===== src/acia_loop_pkg.sv =====
// acia_loop shared definitions
// baud divider, memory map, register fields and FSM encodings
`default_nettype none

package acia_loop_pkg;

    localparam int ovs_div      = 2;               // clocks per oversample tick
    localparam int ovs_cnt_w    = $clog2(ovs_div);
    localparam int bit_ticks_16 = 16;
    localparam int bit_ticks_64 = 64;

    localparam int              addr_w   = 16;
    localparam logic [addr_w-1:0] tx_base = 16'h0000; // zero-terminated string
    localparam logic [addr_w-1:0] rx_base = 16'h0100; // receive ring
    localparam int              rx_len   = 16;
    localparam int              rx_idx_w = $clog2(rx_len);

    // control register: rie, tx ctrl 00, 8N1 word select, /16
    localparam logic [7:0] ctrl_init   = 8'h95;
    localparam logic [7:0] ctrl_master = 8'h03;  // counter divide 11
    localparam int         ctrl_rie    = 7;
    localparam logic [1:0] tc_tie      = 2'b01;  // tx ctrl field with tx irq on

    // status bit positions
    localparam int st_rdrf = 0;
    localparam int st_tdre = 1;
    localparam int st_fe   = 4;
    localparam int st_irq  = 7;

    typedef enum logic [1:0] {
        div_16a      = 2'b00,  // /1 not supported, runs as /16
        div_16       = 2'b01,
        div_64       = 2'b10,
        master_reset = 2'b11
    } clk_div_e;

    typedef enum logic [3:0] {
        st_reset_acia,
        st_config,
        st_idle,
        st_tx_fetch,
        st_tx_write,
        st_rx_status,
        st_rx_data,
        st_rx_store,
        st_done
    } pump_state_e;

    typedef enum logic [1:0] {tx_idle, tx_start, tx_data, tx_stop} tx_state_e;
    typedef enum logic [1:0] {rx_idle, rx_start, rx_data, rx_stop} rx_state_e;

endpackage

`default_nettype wire


===== src/acia.sv =====
// 6850-style acia, 8N1 only
// control and status registers, receive buffer, irq and serial engines
`timescale 1ns/1ns
`default_nettype none

module acia import acia_loop_pkg::*; (
    input  logic       clk,
    input  logic       arst_n,
    input  logic       cs,
    input  logic       we,
    input  logic       rs,
    input  logic [7:0] din,
    output logic [7:0] dout,
    input  logic       rx,
    output logic       tx,
    output logic       irq
);

    logic [7:0] ctrl;
    logic       mr_hold;
    logic       core_rst_n;
    clk_div_e   div_sel;
    logic       tick;
    logic [6:0] bit_len;
    logic       wr_ctrl;
    logic       wr_data;
    logic       rd_data;
    logic       tx_empty;
    logic [7:0] rx_word;
    logic       rx_done;
    logic       rx_ferr;
    logic [7:0] rdr;
    logic       rdrf;
    logic       fe;
    logic [7:0] status;

    assign wr_ctrl = cs && we && !rs;
    assign wr_data = cs && we && rs;
    assign rd_data = cs && !we && rs;
    assign div_sel = clk_div_e'(ctrl[1:0]);
    // serial engines are held cleared while master reset is selected
    assign core_rst_n = arst_n && !mr_hold;

    always_ff @(posedge clk or negedge arst_n) begin
        if (!arst_n) begin
            ctrl    <= ctrl_master;   // comes up in master reset
            mr_hold <= 1'b1;
        end else if (wr_ctrl) begin
            ctrl    <= din;
            mr_hold <= (din[1:0] == master_reset);
        end
    end

    always_ff @(posedge clk or negedge arst_n) begin
        if (!arst_n) begin
            rdrf <= 1'b0;
            fe   <= 1'b0;
        end else if (wr_ctrl && din[1:0] == master_reset) begin
            rdrf <= 1'b0;
            fe   <= 1'b0;
        end else if (rx_done) begin
            rdrf <= 1'b1;     // a new byte overwrites an unread one
            fe   <= rx_ferr;
        end else if (rd_data) begin
            rdrf <= 1'b0;
            fe   <= 1'b0;
        end
    end

    always_ff @(posedge clk) begin
        if (rx_done) begin
            rdr <= rx_word;
        end
    end

    assign irq = (rdrf && ctrl[ctrl_rie]) || (tx_empty && ctrl[6:5] == tc_tie);

    always_comb begin
        status          = 8'h00;
        status[st_rdrf] = rdrf;
        status[st_tdre] = tx_empty;
        status[st_fe]   = fe;
        status[st_irq]  = irq;
    end

    assign dout = rs ? rdr : status;

    acia_baud i_baud (
        .clk     (clk),
        .arst_n  (arst_n),
        .div_sel (div_sel),
        .tick    (tick),
        .bit_len (bit_len)
    );

    acia_tx i_tx (
        .clk     (clk),
        .arst_n  (core_rst_n),
        .tick    (tick),
        .bit_len (bit_len),
        .load    (wr_data),
        .data    (din),
        .empty   (tx_empty),
        .tx      (tx)
    );

    acia_rx i_rx (
        .clk       (clk),
        .arst_n    (core_rst_n),
        .tick      (tick),
        .bit_len   (bit_len),
        .rx        (rx),
        .data      (rx_word),
        .done      (rx_done),
        .frame_err (rx_ferr)
    );

endmodule

`default_nettype wire


===== src/acia_baud.sv =====
// acia oversample tick generator
// one tick every ovs_div clocks, ticks per bit from the divide select
`timescale 1ns/1ns
`default_nettype none

module acia_baud import acia_loop_pkg::*; (
    input  logic       clk,
    input  logic       arst_n,
    input  clk_div_e   div_sel,
    output logic       tick,
    output logic [6:0] bit_len
);

    logic [ovs_cnt_w-1:0] div_cnt;

    always_ff @(posedge clk or negedge arst_n) begin
        if (!arst_n) begin
            div_cnt <= '0;
            tick    <= 1'b0;
        end else if (div_sel == master_reset) begin
            div_cnt <= '0;   // frozen while in master reset
            tick    <= 1'b0;
        end else if (div_cnt == ovs_cnt_w'(ovs_div - 1)) begin
            div_cnt <= '0;
            tick    <= 1'b1;
        end else begin
            div_cnt <= div_cnt + 1'b1;
            tick    <= 1'b0;
        end
    end

    assign bit_len = (div_sel == div_64) ? 7'(bit_ticks_64) : 7'(bit_ticks_16);

endmodule

`default_nettype wire


===== src/acia_loop_top.sv =====
// acia_loop top level
// memory pump driving the acia, memory and serial pins brought out
`timescale 1ns/1ns
`default_nettype none

module acia_loop_top import acia_loop_pkg::*; (
    input  logic              clk,
    input  logic              arst_n,
    input  logic              rx,
    output logic              tx,
    output logic [addr_w-1:0] mem_addr,
    input  logic [7:0]        mem_rdata,
    output logic [7:0]        mem_wdata,
    output logic              mem_we
);

    logic       acia_cs;
    logic       acia_we;
    logic       acia_rs;
    logic       acia_irq;
    logic [7:0] acia_din;
    logic [7:0] acia_dout;

    acia_pump i_pump (
        .clk       (clk),
        .arst_n    (arst_n),
        .irq       (acia_irq),
        .acia_dout (acia_dout),
        .cs        (acia_cs),
        .we        (acia_we),
        .rs        (acia_rs),
        .acia_din  (acia_din),
        .mem_addr  (mem_addr),
        .mem_rdata (mem_rdata),
        .mem_wdata (mem_wdata),
        .mem_we    (mem_we)
    );

    acia i_acia (
        .clk    (clk),
        .arst_n (arst_n),
        .cs     (acia_cs),
        .we     (acia_we),
        .rs     (acia_rs),
        .din    (acia_din),
        .dout   (acia_dout),
        .rx     (rx),
        .tx     (tx),
        .irq    (acia_irq)
    );

endmodule

`default_nettype wire


===== src/acia_pump.sv =====
// memory pump for the acia
// streams a zero-terminated string out, stores received bytes in a ring
`timescale 1ns/1ns
`default_nettype none

module acia_pump import acia_loop_pkg::*; (
    input  logic              clk,
    input  logic              arst_n,
    input  logic              irq,
    input  logic [7:0]        acia_dout,
    output logic              cs,
    output logic              we,
    output logic              rs,
    output logic [7:0]        acia_din,
    output logic [addr_w-1:0] mem_addr,
    input  logic [7:0]        mem_rdata,
    output logic [7:0]        mem_wdata,
    output logic              mem_we
);

    pump_state_e         state;
    pump_state_e         state_d;
    logic [addr_w-1:0]   tx_ptr;
    logic [rx_idx_w-1:0] rx_idx;
    logic                tx_end;
    logic                rx_fe;
    logic [7:0]          rx_byte;

    always_comb begin
        state_d = state;
        case (state)
            st_reset_acia: if (cs && we) state_d = st_config;   // mr write on bus
            st_config:     state_d = st_idle;
            st_idle: begin
                if (irq) begin
                    state_d = st_rx_status;   // receive goes first
                end else if (acia_dout[st_tdre]) begin
                    state_d = st_tx_fetch;
                end
            end
            st_tx_fetch:  state_d = (mem_rdata == 8'h00) ? st_done : st_tx_write;
            st_tx_write:  state_d = st_idle;
            st_rx_status: state_d = st_rx_data;
            st_rx_data:   state_d = st_rx_store;
            st_rx_store:  state_d = tx_end ? st_done : st_idle;
            st_done:      if (irq) state_d = st_rx_status;
            default:      state_d = st_idle;
        endcase
    end

    // bus strobes are registered from the next state
    always_ff @(posedge clk or negedge arst_n) begin
        if (!arst_n) begin
            state  <= st_reset_acia;
            cs     <= 1'b0;
            we     <= 1'b0;
            rs     <= 1'b0;
            tx_ptr <= '0;
            rx_idx <= '0;
            tx_end <= 1'b0;
            rx_fe  <= 1'b0;
        end else begin
            state <= state_d;
            cs    <= state_d inside {st_reset_acia, st_config, st_idle,
                                     st_tx_write, st_rx_status, st_rx_data};
            we    <= state_d inside {st_reset_acia, st_config, st_tx_write};
            rs    <= state_d inside {st_tx_write, st_rx_data};
            if (state == st_tx_write) begin
                tx_ptr <= tx_ptr + 1'b1;
            end
            if (state == st_tx_fetch && state_d == st_done) begin
                tx_end <= 1'b1;   // terminator seen
            end
            if (state == st_rx_status) begin
                rx_fe <= acia_dout[st_fe];
            end
            if (state == st_rx_store && !rx_fe) begin
                rx_idx <= (rx_idx == rx_idx_w'(rx_len - 1)) ? '0 : rx_idx + 1'b1;
            end
        end
    end

    always_ff @(posedge clk) begin
        case (state_d)
            st_reset_acia: acia_din <= ctrl_master;
            st_config:     acia_din <= ctrl_init;
            st_tx_write:   acia_din <= mem_rdata;
            default:       acia_din <= acia_din;
        endcase
        if (state == st_rx_data) begin
            rx_byte <= acia_dout;
        end
    end

    // string address sits on the bus outside of stores, so rdata is ready
    assign mem_addr  = (state == st_rx_store) ? rx_base + addr_w'(rx_idx)
                                              : tx_base + tx_ptr;
    assign mem_we    = (state == st_rx_store) && !rx_fe;
    assign mem_wdata = rx_byte;

endmodule

`default_nettype wire


===== src/acia_rx.sv =====
// acia 8N1 receiver
// 16x oversampled, start confirm at half bit, framing check on stop
`timescale 1ns/1ns
`default_nettype none

module acia_rx import acia_loop_pkg::*; (
    input  logic       clk,
    input  logic       arst_n,
    input  logic       tick,
    input  logic [6:0] bit_len,
    input  logic       rx,
    output logic [7:0] data,
    output logic       done,
    output logic       frame_err
);

    logic       rx_meta;
    logic       rx_sync;
    logic       rx_last;
    rx_state_e  state;
    logic [6:0] tick_cnt;
    logic [6:0] half_len;
    logic [6:0] wait_len;
    logic [2:0] bit_idx;
    logic [7:0] shift;
    logic       sample_pt;

    assign half_len = bit_len >> 1;
    // start is checked half a bit in, every later sample one bit apart
    assign wait_len  = (state == rx_start) ? half_len : bit_len;
    assign sample_pt = tick && (tick_cnt == wait_len - 7'd1);
    assign data      = shift;

    always_ff @(posedge clk or negedge arst_n) begin
        if (!arst_n) begin
            rx_meta <= 1'b1;
            rx_sync <= 1'b1;
            rx_last <= 1'b1;
        end else begin
            rx_meta <= rx;
            rx_sync <= rx_meta;
            rx_last <= rx_sync;   // edge detect
        end
    end

    always_ff @(posedge clk) begin
        if (sample_pt && state == rx_data) begin
            shift <= {rx_sync, shift[7:1]};   // lsb arrives first
        end
    end

    always_ff @(posedge clk or negedge arst_n) begin
        if (!arst_n) begin
            state     <= rx_idle;
            tick_cnt  <= '0;
            bit_idx   <= '0;
            done      <= 1'b0;
            frame_err <= 1'b0;
        end else begin
            done <= 1'b0;
            if (state == rx_idle) begin
                if (rx_last && !rx_sync) begin
                    state    <= rx_start;
                    tick_cnt <= '0;
                end
            end else if (sample_pt) begin
                tick_cnt <= '0;
                case (state)
                    rx_start: begin
                        if (rx_sync) begin
                            state <= rx_idle;   // glitch, not a start bit
                        end else begin
                            state   <= rx_data;
                            bit_idx <= '0;
                        end
                    end
                    rx_data: begin
                        if (bit_idx == 3'd7) begin
                            state <= rx_stop;
                        end else begin
                            bit_idx <= bit_idx + 3'd1;
                        end
                    end
                    default: begin
                        state     <= rx_idle;
                        done      <= 1'b1;
                        frame_err <= !rx_sync;   // stop sampled low
                    end
                endcase
            end else if (tick) begin
                tick_cnt <= tick_cnt + 7'd1;
            end
        end
    end

endmodule

`default_nettype wire


===== src/acia_tx.sv =====
// acia 8N1 transmitter
// holding register feeding a shift register, lsb first
`timescale 1ns/1ns
`default_nettype none

module acia_tx import acia_loop_pkg::*; (
    input  logic       clk,
    input  logic       arst_n,
    input  logic       tick,
    input  logic [6:0] bit_len,
    input  logic       load,
    input  logic [7:0] data,
    output logic       empty,
    output logic       tx
);

    tx_state_e  state;
    logic [7:0] hold;
    logic       hold_full;
    logic [7:0] shift;
    logic [6:0] tick_cnt;
    logic [2:0] bit_idx;
    logic       bit_end;
    logic       take;

    assign bit_end = tick && (tick_cnt == bit_len - 7'd1);
    // next byte moves over when the line is idle or a stop bit ends
    assign take = tick && hold_full &&
                  ((state == tx_idle) || ((state == tx_stop) && bit_end));
    assign empty = !hold_full;

    always_ff @(posedge clk or negedge arst_n) begin
        if (!arst_n) begin
            hold_full <= 1'b0;
        end else if (load) begin
            hold_full <= 1'b1;
        end else if (take) begin
            hold_full <= 1'b0;
        end
    end

    always_ff @(posedge clk) begin
        if (load) begin
            hold <= data;
        end
        if (take) begin
            shift <= hold;
        end else if (bit_end && (state == tx_start || state == tx_data)) begin
            shift <= shift >> 1;
        end
    end

    always_ff @(posedge clk or negedge arst_n) begin
        if (!arst_n) begin
            state    <= tx_idle;
            tick_cnt <= '0;
            bit_idx  <= '0;
            tx       <= 1'b1;     // line idles high
        end else if (take) begin
            state    <= tx_start;
            tick_cnt <= '0;
            tx       <= 1'b0;     // start bit
        end else if (tick && state != tx_idle) begin
            if (!bit_end) begin
                tick_cnt <= tick_cnt + 7'd1;
            end else begin
                tick_cnt <= '0;
                case (state)
                    tx_start: begin
                        state   <= tx_data;
                        bit_idx <= '0;
                        tx      <= shift[0];
                    end
                    tx_data: begin
                        if (bit_idx == 3'd7) begin
                            state <= tx_stop;
                            tx    <= 1'b1;
                        end else begin
                            bit_idx <= bit_idx + 3'd1;
                            tx      <= shift[0];
                        end
                    end
                    default: state <= tx_idle;   // stop bit done
                endcase
            end
        end
    end

endmodule

`default_nettype wire


===== config.mk =====
export PLATFORM = sky130hd
export DESIGN_NAME = acia_loop_top
export DESIGN_NICKNAME = d
export VERILOG_FILES = /design/src/acia_loop_pkg.sv /design/src/acia.sv /design/src/acia_baud.sv /design/src/acia_loop_top.sv /design/src/acia_pump.sv /design/src/acia_rx.sv /design/src/acia_tx.sv
export SDC_FILE = /design/constraint.sdc
export NUM_CORES = 1
export LEC_CHECK = 0
export BUFFER_PORTS_ARGS = -buffer_cell sky130_fd_sc_hd__buf_2
export CORE_UTILIZATION = 62
export CTS_BUF_LIST = sky130_fd_sc_hd__clkbuf_4 sky130_fd_sc_hd__clkbuf_8
export CTS_CLUSTER_DIAMETER = 60
export CTS_CLUSTER_SIZE = 12
export DETAILED_ROUTE_END_ITERATION = 8
export PLACE_DENSITY = 0.9
export SYNTH_ARGS = -nofsm -noshare
export SYNTH_HDL_FRONTEND = slang
export SYNTH_SLANG_ARGS = --single-unit

===== constraint.sdc =====
create_clock -name clk -period 2.35 [get_ports clk]
set_input_delay 0.3525 -clock clk [delete_from_list [all_inputs] [get_ports clk]]
set_output_delay 0.3525 -clock clk [all_outputs]
set_load 0.01 [all_outputs]

---- Yosys cells after proc, flatten, opt, wreduce, memory -nomap -nowiden ----
Cells that the tools add are included.
W data, S select, Z words.
storage, ports and cells
  register bits after elaboration ......... 121
  bits of input ports ..................... 11
  bits in latches ......................... 0
  memories kept ........................... 0
  bits in read-only memories .............. 0
  RAM bits ................................ 0
  output and inout port bits .............. 26
operators by class
  equal/unequal tests ..................... 33
  reduce and logical (&&, ||, !) cells .... 56
  $add $sub $neg .......................... 10
  divide/modulo/power cells ............... 0
  multipliers ............................. 0
  order comparisons ....................... 0
  multiplexer cells ....................... 57
  bitwise logic cells ..................... 3
  shifts and indexed selects .............. 0
operators with widths
  kind                     number
  $mux W7                  9
  $eq A4 B3 Y1 const B     7
  $mux W4                  7
  $pmux W4 S7              1
  $mux W8                  3
  $pmux W8 S3              1
  $logic_and A1 B1 Y1      20
  $mux W1                  18
  $mux W2                  9
  $reduce_bool A2 Y1       9
  $add A16 B1 Y16 const B  1
  $mux W16                 1
  $add A7 B1 Y7 const B    2
  $eq A7 B7 Y1             2
  $sub A7 B1 Y7 const B    2
  $eq A2 B2 Y1 const B     6
  $eq A4 B2 Y1 const B     3
  $eq A4 B4 Y1 const B     3
  $pmux W3 S2              2
  $reduce_and A3 Y1        4
  $reduce_bool A3 Y1       4
  $add A9 B4 Y10 const A   1
  $reduce_and A5 Y1        2
  $mux W3                  3
  21 further kinds         39

---- Logic depth before layout (Yosys ltp) ----
Gate-level depths: netlist (run 1).
  depth in word-level cells ............... 10
  gate-level depth with buffers ........... 7

---- By module ----
Synthesis (run 1) repeated with hierarchy kept, for this count alone.
second synthesis, totals
  cells, all modules ...................... 517
  area total of the unflattened synthesis .. 6014.5 um^2
modules (own cells, without submodules)
  module     area each (um^2)  cells each  sequential area each (um^2)  times used
  acia_pump  2047.0            174         1206.2                       1
  acia_tx    1615.3            144         832.0                        1
  acia_rx    1526.5            140         669.4                        1
  acia       706.9             47          444.2                        1
  acia_baud  118.9             12          50.0                         1

---- Worst setup path after synthesis (run 1) ----
Ideal clock, no wire load.
  kind .................................... reg-to-reg
  start ................................... register i_pump.state[0]
  end ..................................... register i_pump.acia_din[0], enable pin
  setup time .............................. 377 ps
  path buffers ............................ 1
  stages on the path, launching flop included .. 8
  setup slack ............................. -34 ps
  clock period less this slack ............ 2384 ps
  data arrival time ....................... 2008 ps
  path through ............................ dfrtp_1 -> clkbuf_1 -> nor4b_1 -> o21ai_0 -> and4b_1 -> inv_1 -> o221ai_1 -> a21oi_1
between the ends
  elaborated cells on any way between the ends .. 16
RTL lines
  item                                        line             text
  from (decl)                                 acia_pump.sv:21  pump_state_e state;
  from (signal assigned)                      acia_pump.sv:54  state <= st_reset_acia;
  from (signal assigned)                      acia_pump.sv:63  state <= state_d;
  $eq A4 B4 Y1, or another cell as far along  acia_pump.sv:31  case (state)
  $pmux W4 S7 *                               acia_pump.sv:31
  via i_pump.state_d[2]                       acia_pump.sv:22  pump_state_e state_d;
  $eq A4 B3 Y1, or another cell as far along  acia_pump.sv:84  case (state_d)
  $reduce_bool A3 Y1 (no source line) *       n/a
  to (signal assigned)                        acia_pump.sv:85  st_reset_acia: acia_din <= ctrl_master;
  to (signal assigned)                        acia_pump.sv:86  st_config: acia_din <= ctrl_init;
  to (signal assigned)                        acia_pump.sv:87  st_tx_write: acia_din <= mem_rdata;
  to (decl)                                   acia_pump.sv:14  output logic [7:0] acia_din,
Mark *: on every way through the listed nets, which the timed path passes. The rest lies on a longest branch.
A chain may end at the register's enable or synchronous reset.

---- Worst setup path after layout (run 1) ----
  start ................................... register i_acia.ctrl[1]
  end ..................................... register i_acia.i_tx.shift[0], data pin
between the ends
  cells in the longest elaborated chain, start to end .. 9
RTL lines
  item                    line             text
  from (decl)             acia.sv:19       logic [7:0] ctrl;
  from (signal assigned)  acia.sv:46       ctrl <= ctrl_master;
  from (signal assigned)  acia.sv:49       ctrl <= din;
  $eq A2 B2 Y1            acia_baud.sv:32  assign bit_len = (div_sel == div_64) ? 7'(bit_ticks_64) : 7'(bit_ticks_16);
  $mux W7                 acia_baud.sv:32
  $sub A7 B1 Y7           acia_tx.sv:26    assign bit_end = tick && (tick_cnt == bit_len - 7'd1);
  $eq A7 B7 Y1            acia_tx.sv:26
  $logic_and A1 B1 Y1     acia_tx.sv:26
  $logic_and A1 B1 Y1     acia_tx.sv:29    ((state == tx_idle) || ((state == tx_stop) && bit_end));
  $logic_or A1 B1 Y1      acia_tx.sv:29
  $logic_and A1 B1 Y1     acia_tx.sv:28    assign take = tick && hold_full &&
  $mux W8                 acia_tx.sv:46    if (take) begin
  to (signal assigned)    acia_tx.sv:47    shift <= hold;
  to (signal assigned)    acia_tx.sv:49    shift <= shift >> 1;
  to (decl)               acia_tx.sv:20    logic [7:0] shift;
Every way passes these cells.

==> impl_metrics.yaml, run 1 <==
setup_path:
  rr_worst_depth: 6
  cp_data_required_time_ns: 2.53
  path_class: "reg -> reg"
  data_arrival_at_the_endpoint_of_the_critical_path_ns: 2.48
  cp_max_fo: 13
  reg2reg_setup_slack_ns: 0.05
  endpoint_kind: "flop"
  reg2reg_to: "i_acia.i_tx.shift[0]"
  reg2reg_from: "i_acia.ctrl[1]"
  critPathLaunchType: "flop"
global_routing:
  via_count_of_the_first_global_routing_pass: 3665
  antenna_found_initial: 0
  grt_max_degree: 40
  grt_pass1_wl_mm: 17.0
  grtUsageTotal: 0.252
  global_route.overflow_total: 0
pwr:
  p_sw_frac: 0.338
  p_leak_uw: 0.00271
  power.density_nw_per_um2: 1130
  ir_worst_vdd_mv: 0.965
  power.switching_uw: 2370
  combPwrFrac: 0.264
  power.share.clock: 0.290
  cell_int_power_uw: 4640
  power.share.sequential: 0.446
clock_network:
  clkSlewWorstSetupHoldPaths_ns: 0.07
  clock_tree_from_tritoncts: "done"
  cell_at_the_root_of_the_clock_tree: "sky130_fd_sc_hd__clkbuf_8"
  clkLatencyLatePin_ns: 0.43
  numCtsBuffers: 17
  cts_buffer_depth: 2
  numClockSinks: 118
  h-tree-depth: 4
cells_and_area:
  instances_no_fill: 628
  flow.area_growth_from_synthesis_pct: 15.9
  fillers: 522
  fin_nets: 537
  n_diodes: 0
  post_route_cells_drive_above_1_share: 0.254
  layout_commonest_cell: "sky130_fd_sc_hd__dfrtp_1"
  layout.cells.most_common_list: "sky130_fd_sc_hd__dfrtp_1 (61), sky130_fd_sc_hd__nand2_1 (50), sky130_fd_sc_hd__edfxtp_1 (48), sky130_fd_sc_hd__buf_2 (36), sky130_fd_sc_hd__nor2_1 (31)"
floorplan:
  design.core.area_sq_um: 8300
  dieHeight_um: 95.1
  floorplan.io_pins: 37
  overall_die_width_um: 95.1
  dieArea_sq_um: 9040
  num_rows: 33
  initial_utilization: 0.647
yosys:
  synth-seq-area-share: 0.596
  post_synth_instance_area_sq_um: 5370
  post_synthesis_net_count: 477
  post_synth_num_cell_types: 57
  synth_cells: 450
  number_of_warnings_printed_during_yosys_synthesis: 0
  asyncSetResetFlopFracSynth: 0.593
  synth_edf_count: 48
  synth_ff_type: "sky130_fd_sc_hd__dfrtp_1"
  synth.ff_latch_count: 118
  post_synthesis_mean_instance_area_sq_um: 11.9
detailed_routing:
  detailedRoute.firstIterationViolations: 224
  wl_cell_um: 16.8
  post_drt_via_cell_ratio: 5.75
  final_antenna_net_count: 0
  drt_wl_total_mm: 10.5
  firstDrtPassIters: 5
  post-route-drc-count: 0
  detailroute.via_count: 3614
place:
  post-place-cells: 593
  placement.io_buffers: 36
  place_hpwl_mm: 7.03
  routability_congestion_estimate_from_global_placement: 0.945
hold_path:
  worst_hold_class: "in -> reg"
  worst_hold_startpoint: "rx"
  worst_hold_path.endpoint: "i_acia.i_rx.rx_meta"
  hold_path_depth: 1
timing:
  worst_clock_skew_ns: 0.00641
  setup_viol_count_final: 0
  timing_hold_violations_final: 0
  achievable-frequency_mhz: 435
  max_slew.worst_pin.slew_ns: 0.483
  unrepaired_setup_endpoints_after_global_routing: "no"
  max-slew-margin-rel: 0.675
  maxSlewViolCount: 0
  holdWs_ns: 0.0166
  period_share: 0.979
  timing.final.crit_period_ns: 2.30
job:
  max_cap_viol_count: 0
run_status:
  run_status: "completed"
[flip-flops by register name (all words and copies together), names as in the netlist, 3 cells and up]
register	count
i_pump.acia_din	8
i_pump.mem_wdata	8
i_acia.i_rx.data	8
i_acia.i_tx.hold	8
i_acia.i_rx.bit_idx	3
i_pump.state	4
i_pump.rx_idx	4
i_acia.rdr	8
i_acia.ctrl	5
i_acia.i_rx.tick_cnt	7
i_acia.i_tx.bit_idx	3
i_pump.tx_ptr	16
i_acia.i_tx.tick_cnt	7
i_acia.i_tx.shift	8
[Yosys cell counts, types with 10 or more instances]
library cell,number,area share
sky130_fd_sc_hd__xor2_1,12,0.020
sky130_fd_sc_hd__dfrtp_1,63,0.29
sky130_fd_sc_hd__o21ai_0,17,0.016
sky130_fd_sc_hd__xnor2_1,14,0.023
sky130_fd_sc_hd__nand2_1,50,0.035
sky130_fd_sc_hd__nand2b_1,11,0.013
sky130_fd_sc_hd__edfxtp_1,48,0.27
sky130_fd_sc_hd__mux2_2,23,0.048
sky130_fd_sc_hd__nand4_1,10,0.012
sky130_fd_sc_hd__a21oi_1,12,0.011
sky130_fd_sc_hd__ha_1,16,0.037
sky130_fd_sc_hd__and2_1,21,0.024
sky130_fd_sc_hd__inv_1,23,0.016
sky130_fd_sc_hd__nor2_1,32,0.022
[area by class of cell]
type	instances	area, sq um	area share
clock inverter	15	204	0.0328
multi-input combinational	298	2050	0.329
inverter	23	86.3	0.0139
timing repair buffer	52	315	0.0507
tap	105	131	0.0211
clock buffer	17	234	0.0376
sequential	118	3200	0.515
[power by group through the flow]
stage	sequential, uW	combinational, uW	clock, uW
2_1_floorplan	2970	1340	0
3_3_place_gp	3100	1690	0
3_5_place_dp	3130	1790	0
4_1_cts	3110	1820	2050
5_1_grt	3180	2060	2130
6_report	3130	1850	2030
[worst max path at each step]
stage	slack (ns)	from	endpoint	cells after the start
detailed placement	0.03	i_acia.ctrl[1]	i_acia.i_tx.shift[4]	6
finish	0.05	i_acia.ctrl[1]	i_acia.i_tx.shift[0]	6
CTS	-0.04	i_pump.state[1]	mem_we	3
floorplan	0.07	i_acia.ctrl[1]	i_acia.i_tx.shift[3]	6
global route	0.004	i_acia.i_rx.state[1]	i_acia.i_rx.bit_idx[0]	7
global placement	0.13	i_acia.ctrl[1]	i_acia.i_tx.shift[2]	6
[kinds of logic (layout without fill, tap and decap cells)]
kind of cell	after synthesis	after routing	share of synthesized area
AO/OA/AOI/OAI	56	56	0.0685
XOR/XNOR	26	26	0.0424
adder cells (fa/ha/maj)	16	16	0.0373
buffers and inverters	34	107	0.0268
flip-flops	118	118	0.596
multiplexers	30	30	0.0613
AND/OR/NAND/NOR	170	170	0.167
[critical path, stage by stage, from the launching register on]
cell and delay [ns]:
sky130_fd_sc_hd__dfstp_2 0.56, sky130_fd_sc_hd__nor2b_2 0.17, sky130_fd_sc_hd__mux2_2 0.37, sky130_fd_sc_hd__o31a_1 0.31
sky130_fd_sc_hd__nor2_2 0.15, sky130_fd_sc_hd__buf_12 0.16, sky130_fd_sc_hd__mux2_2 0.33
[per-stage QoR]
step                      setup TNS [ns]  total power [uW]  setup WS [ns]   util  area, sq um
after floorplan                        0              4320         0.0748      -         5370
after global placement                 0              4780          0.129  0.692         5740
after detailed placement               0              4920         0.0318  0.692         5740
after CTS                         -0.156              6980        -0.0407  0.746         6190
after global routing                   0              7380        0.00375  0.750         6220
final                                  0              7010         0.0491  0.750         6220
[layer usage]
layer	vias up	routed length [um]	GRT usage
li1	1712	-	-
met1	1798	4500	0.314
met2	80	5460	0.423
met3	24	385	0.0654
met4	0	187	0.0947
met5	-	0	0
[repair_timing]
item,in CTS,in global routing
pin swaps,0,2
hold buffers,1,0
setup endpoints to repair,13,32
setup buffers,0,2
endpoints found under the hold margin,3,0
gates resized for setup,1,8
gates cloned,0,0
Note: power is estimated with default switching activity, not from simulation.
==> run 2, diff against run 1 <==
--- a/config.mk
+++ b/config.mk
@@ -12,6 +12,7 @@
 export CTS_CLUSTER_SIZE = 12
 export DETAILED_ROUTE_END_ITERATION = 8
 export PLACE_DENSITY = 0.9
+export SKIP_CTS_REPAIR_TIMING = 1
 export SYNTH_ARGS = -nofsm -noshare
 export SYNTH_HDL_FRONTEND = slang
 export SYNTH_SLANG_ARGS = --single-unit
==> constraint.sdc (replaced) <==
create_clock -name clk -period 2.35 [get_ports clk]
set_input_delay 0.47 -clock clk [delete_from_list [all_inputs] [get_ports clk]]
set_output_delay 0.47 -clock clk [all_outputs]
set_load 0.01 [all_outputs]
==> impl_metrics.yaml, run 2 (synthesis results as in run 1) <==
detailed_routing:
  final_antenna_net_count: 0
  post_drt_via_cell_ratio: 5.76
  detailedRoute.firstIterationViolations: 273
  drt_wl_total_mm: 10.2
  detailroute.via_count: 3609
  firstDrtPassIters: 5
  wl_cell_um: 16.2
  post-route-drc-count: 0
clock_network:
  numClockSinks: 118
  clkSlewWorstSetupHoldPaths_ns: 0.08
  cell_at_the_root_of_the_clock_tree: "sky130_fd_sc_hd__clkbuf_8"
  cts_buffer_depth: 2
  clkLatencyLatePin_ns: 0.42
  numCtsBuffers: 17
  clock_tree_from_tritoncts: "done"
  h-tree-depth: 4
cells_and_area:
  instances_no_fill: 627
  utilization: 0.746
  fin_nets: 536
  n_diodes: 0
  largest_register: "i_pump.tx_ptr"
  post_route_cells_drive_above_1_share: 0.251
  flow.area_growth_from_synthesis_pct: 15.3
  layout_commonest_cell: "sky130_fd_sc_hd__dfrtp_1"
  final_design_area_no_fill_sq_um: 6190
  largest_register_ffs: 16
  layout.cells.most_common_list: "sky130_fd_sc_hd__dfrtp_1 (59), sky130_fd_sc_hd__nand2_1 (50), sky130_fd_sc_hd__edfxtp_1 (48), sky130_fd_sc_hd__buf_2 (36), sky130_fd_sc_hd__nor2_1 (32)"
setup_path:
  reg2reg_to: "i_acia.i_tx.shift[5]"
  rr_worst_depth: 6
  timing.critical_path.cells: "nor2b_2 -> mux2_2 -> o31a_1 -> nor2_2 -> buf_12 -> mux2_2"
  path_class: "reg -> reg"
  cp_data_required_time_ns: 2.53
  critPathSlowestCell: "sky130_fd_sc_hd__dfstp_2"
  critical-path-max-stage-delay_ns: 0.54
  endpoint_kind: "flop"
  data_arrival_at_the_endpoint_of_the_critical_path_ns: 2.45
  critical_path.most_common_cell: "sky130_fd_sc_hd__mux2_2"
  cpLargestDelayFamily: "multiplexers"
  cp_max_fo: 13
  reg2reg_setup_slack_ns: 0.08
  reg2reg_from: "i_acia.ctrl[1]"
  worst-path-buf-inv: 1
  critPathLaunchType: "flop"
floorplan:
  initial_utilization: 0.647
  overall_die_width_um: 95.1
  dieArea_sq_um: 9040
  design.core.area_sq_um: 8300
  num_rows: 33
  dieHeight_um: 95.1
  floorplan.io_pins: 37
job:
  max_cap_viol_count: 0
global_routing:
  grtUsageMet1: 0.340
  global_route.usage.met2: 0.390
  grt_use_met3: 0.0710
  via_count_of_the_first_global_routing_pass: 3498
  global_route.overflow_total: 0
  globalRoute.busiestLayer: "met2"
  antenna_found_initial: 0
  grt_pass1_wl_mm: 16.7
  grtUsageTotal: 0.249
  grt_max_degree: 40
pwr:
  ir_worst_vdd_mv: 0.847
  power.density_nw_per_um2: 1110
  p_leak_uw: 0.00271
timing:
  period_share: 0.967
  max_slew.worst_pin.slew_ns: 0.483
  max-slew-margin-rel: 0.675
  timing.final.crit_period_ns: 2.27
  achievable-frequency_mhz: 440
  setup_viol_count_final: 0
  timing_hold_violations_final: 0
  holdWs_ns: 0.144
  worst_clock_skew_ns: 0.0137
  maxSlewViolCount: 0
  totalNegativeSetupSlack_ns: 0
place:
  detailed_place.area_sq_um: 5760
  post-place-cells: 594
  placement.io_buffers: 36
  routability_congestion_estimate_from_global_placement: 0.930
  place_hpwl_mm: 6.80
hold_path:
  worst_hold_class: "in -> reg"
  worst_hold_path.endpoint: "i_acia.i_rx.rx_meta"
  hold_path_depth: 1
  worst_hold_startpoint: "rx"
run_status:
  run_status: "completed"
==> run 2: changes by cell type in the layout (fill, tap and decap cells not counted), sizes merged <==
cell / previous run / this run
clkinvlp: 4 / 1
clkinv: 5 / 7
dlygate4sd3: 1 / 0
inv: 25 / 26
clkbuf: 17 / 18
bufinv: 4 / 3
==> run 2: metal layers <==
metal | vias to the layer above | part of all wire | wire, um
met5 | - | 0 | 0
met1 | 1791 | 0.45 | 4540
met4 | 0 | 0.014 | 138
met3 | 19 | 0.038 | 384
met2 | 94 | 0.50 | 5120
li1 | 1705 | - | -
==> run 2: metrics by stage <==
step / power [uW] / setup WS [ns]
floorplan: 4320 / 0.0748
finish: 6890 / 0.0776
global placement: 4810 / 0.0225
CTS: 6910 / -0.00676
global route: 7290 / -0.00421
detailed placement: 4950 / -0.0586
==> run 2: report_power, final <==
part / internal (uW) / switching (uW)
clock: 1070 / 839
combinational: 811 / 1060
sequential: 2670 / 439
==> run 2: area by class of cell <==
cell class	count	area, sq um
multi-input combinational	298	2030
timing repair buffer	51	318
tap	105	131
clock buffer	18	241
fill	497	2110
sequential	118	3210
inverter	23	86.3
clock inverter	14	174
==> run 2: worst max-delay path by stage <==
stage,startpoint,to,slack (ns),cells after the start
6_report,i_acia.ctrl[1],i_acia.i_tx.shift[5],0.08,6
5_1_grt,i_acia.i_rx.state[1],i_acia.i_rx.bit_idx[0],-0.004,7
4_1_cts,i_acia.ctrl[1],i_acia.i_tx.shift[3],-0.007,6
3_5_place_dp,mem_rdata[5],i_pump.acia_din[2],-0.06,7
3_3_place_gp,mem_rdata[5],i_pump.acia_din[2],0.02,7
2_1_floorplan,i_acia.ctrl[1],i_acia.i_tx.shift[3],0.07,6
==> run 3, diff against run 2 <==
==> constraint.sdc (replaced) <==
create_clock -name clk -period 2.1 [get_ports clk]
set_input_delay 0.42 -clock clk [delete_from_list [all_inputs] [get_ports clk]]
set_output_delay 0.42 -clock clk [all_outputs]
set_load 0.01 [all_outputs]
==> impl_metrics.yaml, run 3 (synthesis results as in run 1) <==
run_status:
  run_status: "finished, violations left"
  failing_checks: "setup timing"
pwr:
  ir_worst_vdd_mv: 0.766
  power.density_nw_per_um2: 1230
  p_leak_uw: 0.00295
setup_path:
  critical_path.most_common_cell: "sky130_fd_sc_hd__buf_4"
  critical-path-max-stage-delay_ns: 0.45
  timing.critical_path.cells: "buf_6 -> buf_4 -> nor4b_4 -> buf_4 -> nand4_1 -> nor4_4 -> nand3_1 -> xnor2_1"
  critPathSlowestCell: "sky130_fd_sc_hd__dfrtp_2"
  data_arrival_at_the_endpoint_of_the_critical_path_ns: 2.70
  rr_worst_depth: 8
  critPathLaunchType: "flop"
  cp_data_required_time_ns: 2.44
  path_class: "reg -> reg"
  cp_max_fo: 6
  endpoint_kind: "flop"
clock_network:
  clkLatencyLatePin_ns: 0.44
  numClockSinks: 118
  cell_at_the_root_of_the_clock_tree: "sky130_fd_sc_hd__clkbuf_8"
  clkSlewWorstSetupHoldPaths_ns: 0.08
  cts_buffer_depth: 2
  clock_tree_from_tritoncts: "done"
  h-tree-depth: 4
  numCtsBuffers: 17
global_routing:
  antenna_found_initial: 0
  grt_pass1_wl_mm: 18.3
  grtUsageTotal: 0.273
  via_count_of_the_first_global_routing_pass: 3793
  grt_max_degree: 40
  global_route.overflow_total: 0
floorplan:
  initial_utilization: 0.647
  dieArea_sq_um: 9040
  overall_die_width_um: 95.1
  floorplan.io_pins: 37
  design.core.area_sq_um: 8300
  dieHeight_um: 95.1
  num_rows: 33
place:
  routability_congestion_estimate_from_global_placement: 0.871
  pre_cts_worst_setup_slack_ns: -0.175
  place_hpwl_mm: 7.48
  detailed_place.area_sq_um: 5940
  placement.io_buffers: 36
cells_and_area:
  post_route_cells_drive_above_1_share: 0.335
  n_diodes: 0
  fin_nets: 572
  largest_register: "i_pump.tx_ptr"
  flow.area_growth_from_synthesis_pct: 23.9
  layout.cells.most_common_list: "sky130_fd_sc_hd__dfrtp_1 (60), sky130_fd_sc_hd__edfxtp_1 (48), sky130_fd_sc_hd__nand2_1 (46), sky130_fd_sc_hd__buf_4 (45), sky130_fd_sc_hd__nor2_1 (30)"
  final_design_area_no_fill_sq_um: 6650
  fillers: 435
  layout_commonest_cell: "sky130_fd_sc_hd__dfrtp_1"
  largest_register_ffs: 16
detailed_routing:
  firstDrtPassIters: 8
  detailedRoute.firstIterationViolations: 290
  detailroute.via_count: 3983
  wl_cell_um: 19.6
  drt_wl_total_mm: 13.0
  final_antenna_net_count: 0
  post-route-drc-count: 0
  post_drt_via_cell_ratio: 6.01
timing:
  achievable-frequency_mhz: 423
  layout_setup_ws_ns: -0.263
  period_share: 1.13
  max_slew.worst_pin.slew_ns: 0.505
  maxSlewViolCount: 0
  setup_viol_count_final: 30
  timing.final.crit_period_ns: 2.36
  timing_hold_violations_final: 0
  max-slew-margin-rel: 0.664
  worst_clock_skew_ns: 0.0112
  unrepaired_setup_endpoints_after_global_routing: "yes"
hold_path:
  worst_hold_class: "in -> reg"
  hold_path_depth: 1
job:
  max_cap_viol_count: 0
run 3: cell count changes in the layout (fill, tap and decap cells not counted), sizes merged:
| cell | change |
|---|---|
| inv | +1 |
| clkinv | -1 |
| bufinv | -1 |
| buf | +34 |
| a21oi | +1 |
| clkinvlp | +2 |
run 3: where the power goes:
part           internal [uW]  leakage [uW]  switching, uW
registers               2990       0.00134            454
logic                   1200       0.00142           1480
clock network           1060      0.000188            998
total                   5250       0.00295           2930
run 3: worst paths after layout:
check	start	endpoint	slack (ns)
min reg2reg	i_acia.i_rx.rx_meta	i_acia.i_rx.rx_sync	0.36
max reg2reg	i_pump.state[3]	i_pump.tx_ptr[15]	-0.26
min in group asynchronous	arst_n	i_pump.tx_ptr[6]	0.09
max	i_pump.state[3]	i_pump.tx_ptr[15]	-0.26
max in group asynchronous	i_acia.mr_hold	i_acia.i_tx.tx	1.30
min	rx	i_acia.i_rx.rx_meta	0.08
run 3: cell type report:
cell class                 count  area (sq um)  share of cell area
multi-input combinational    299          2180               0.328
inverter                      23          86.3              0.0130
clock buffer                  17           234              0.0352
timing repair buffer          86           659              0.0991
clock inverter                15           153              0.0229
sequential                   118          3210               0.482
tap                          105           131              0.0197
run 3: through the flow:
step / cells / TNS [ns] / total power [uW] / hold slack, ns / utilization
2_1_floorplan: 450 / -0.917 / 4890 / 0.124 / -
3_3_place_gp: 616 / -1.38 / 5560 / 0.347 / 0.715
3_5_place_dp: 616 / -2.55 / 5730 / 0.354 / 0.715
4_1_cts: 648 / -3.82 / 7780 / 0.0708 / 0.762
5_1_grt: 663 / -5.42 / 8590 / 0.0656 / 0.802
6_report: 663 / -3.33 / 8180 / 0.0831 / 0.802
run 3: critical path: cells and delay by family, from the launching register on:
family	cells	cell delay, ns
flip-flops	1	0.45
AND/OR/NAND/NOR	4	1.12
XOR/XNOR	1	0.24
buffers and inverters	3	0.44
run 3: per-layer routing:
layer,routed length (um),track usage
met5,0,0
met4,582,0.129
met3,664,0.0526
met2,6680,0.471
met1,5040,0.330
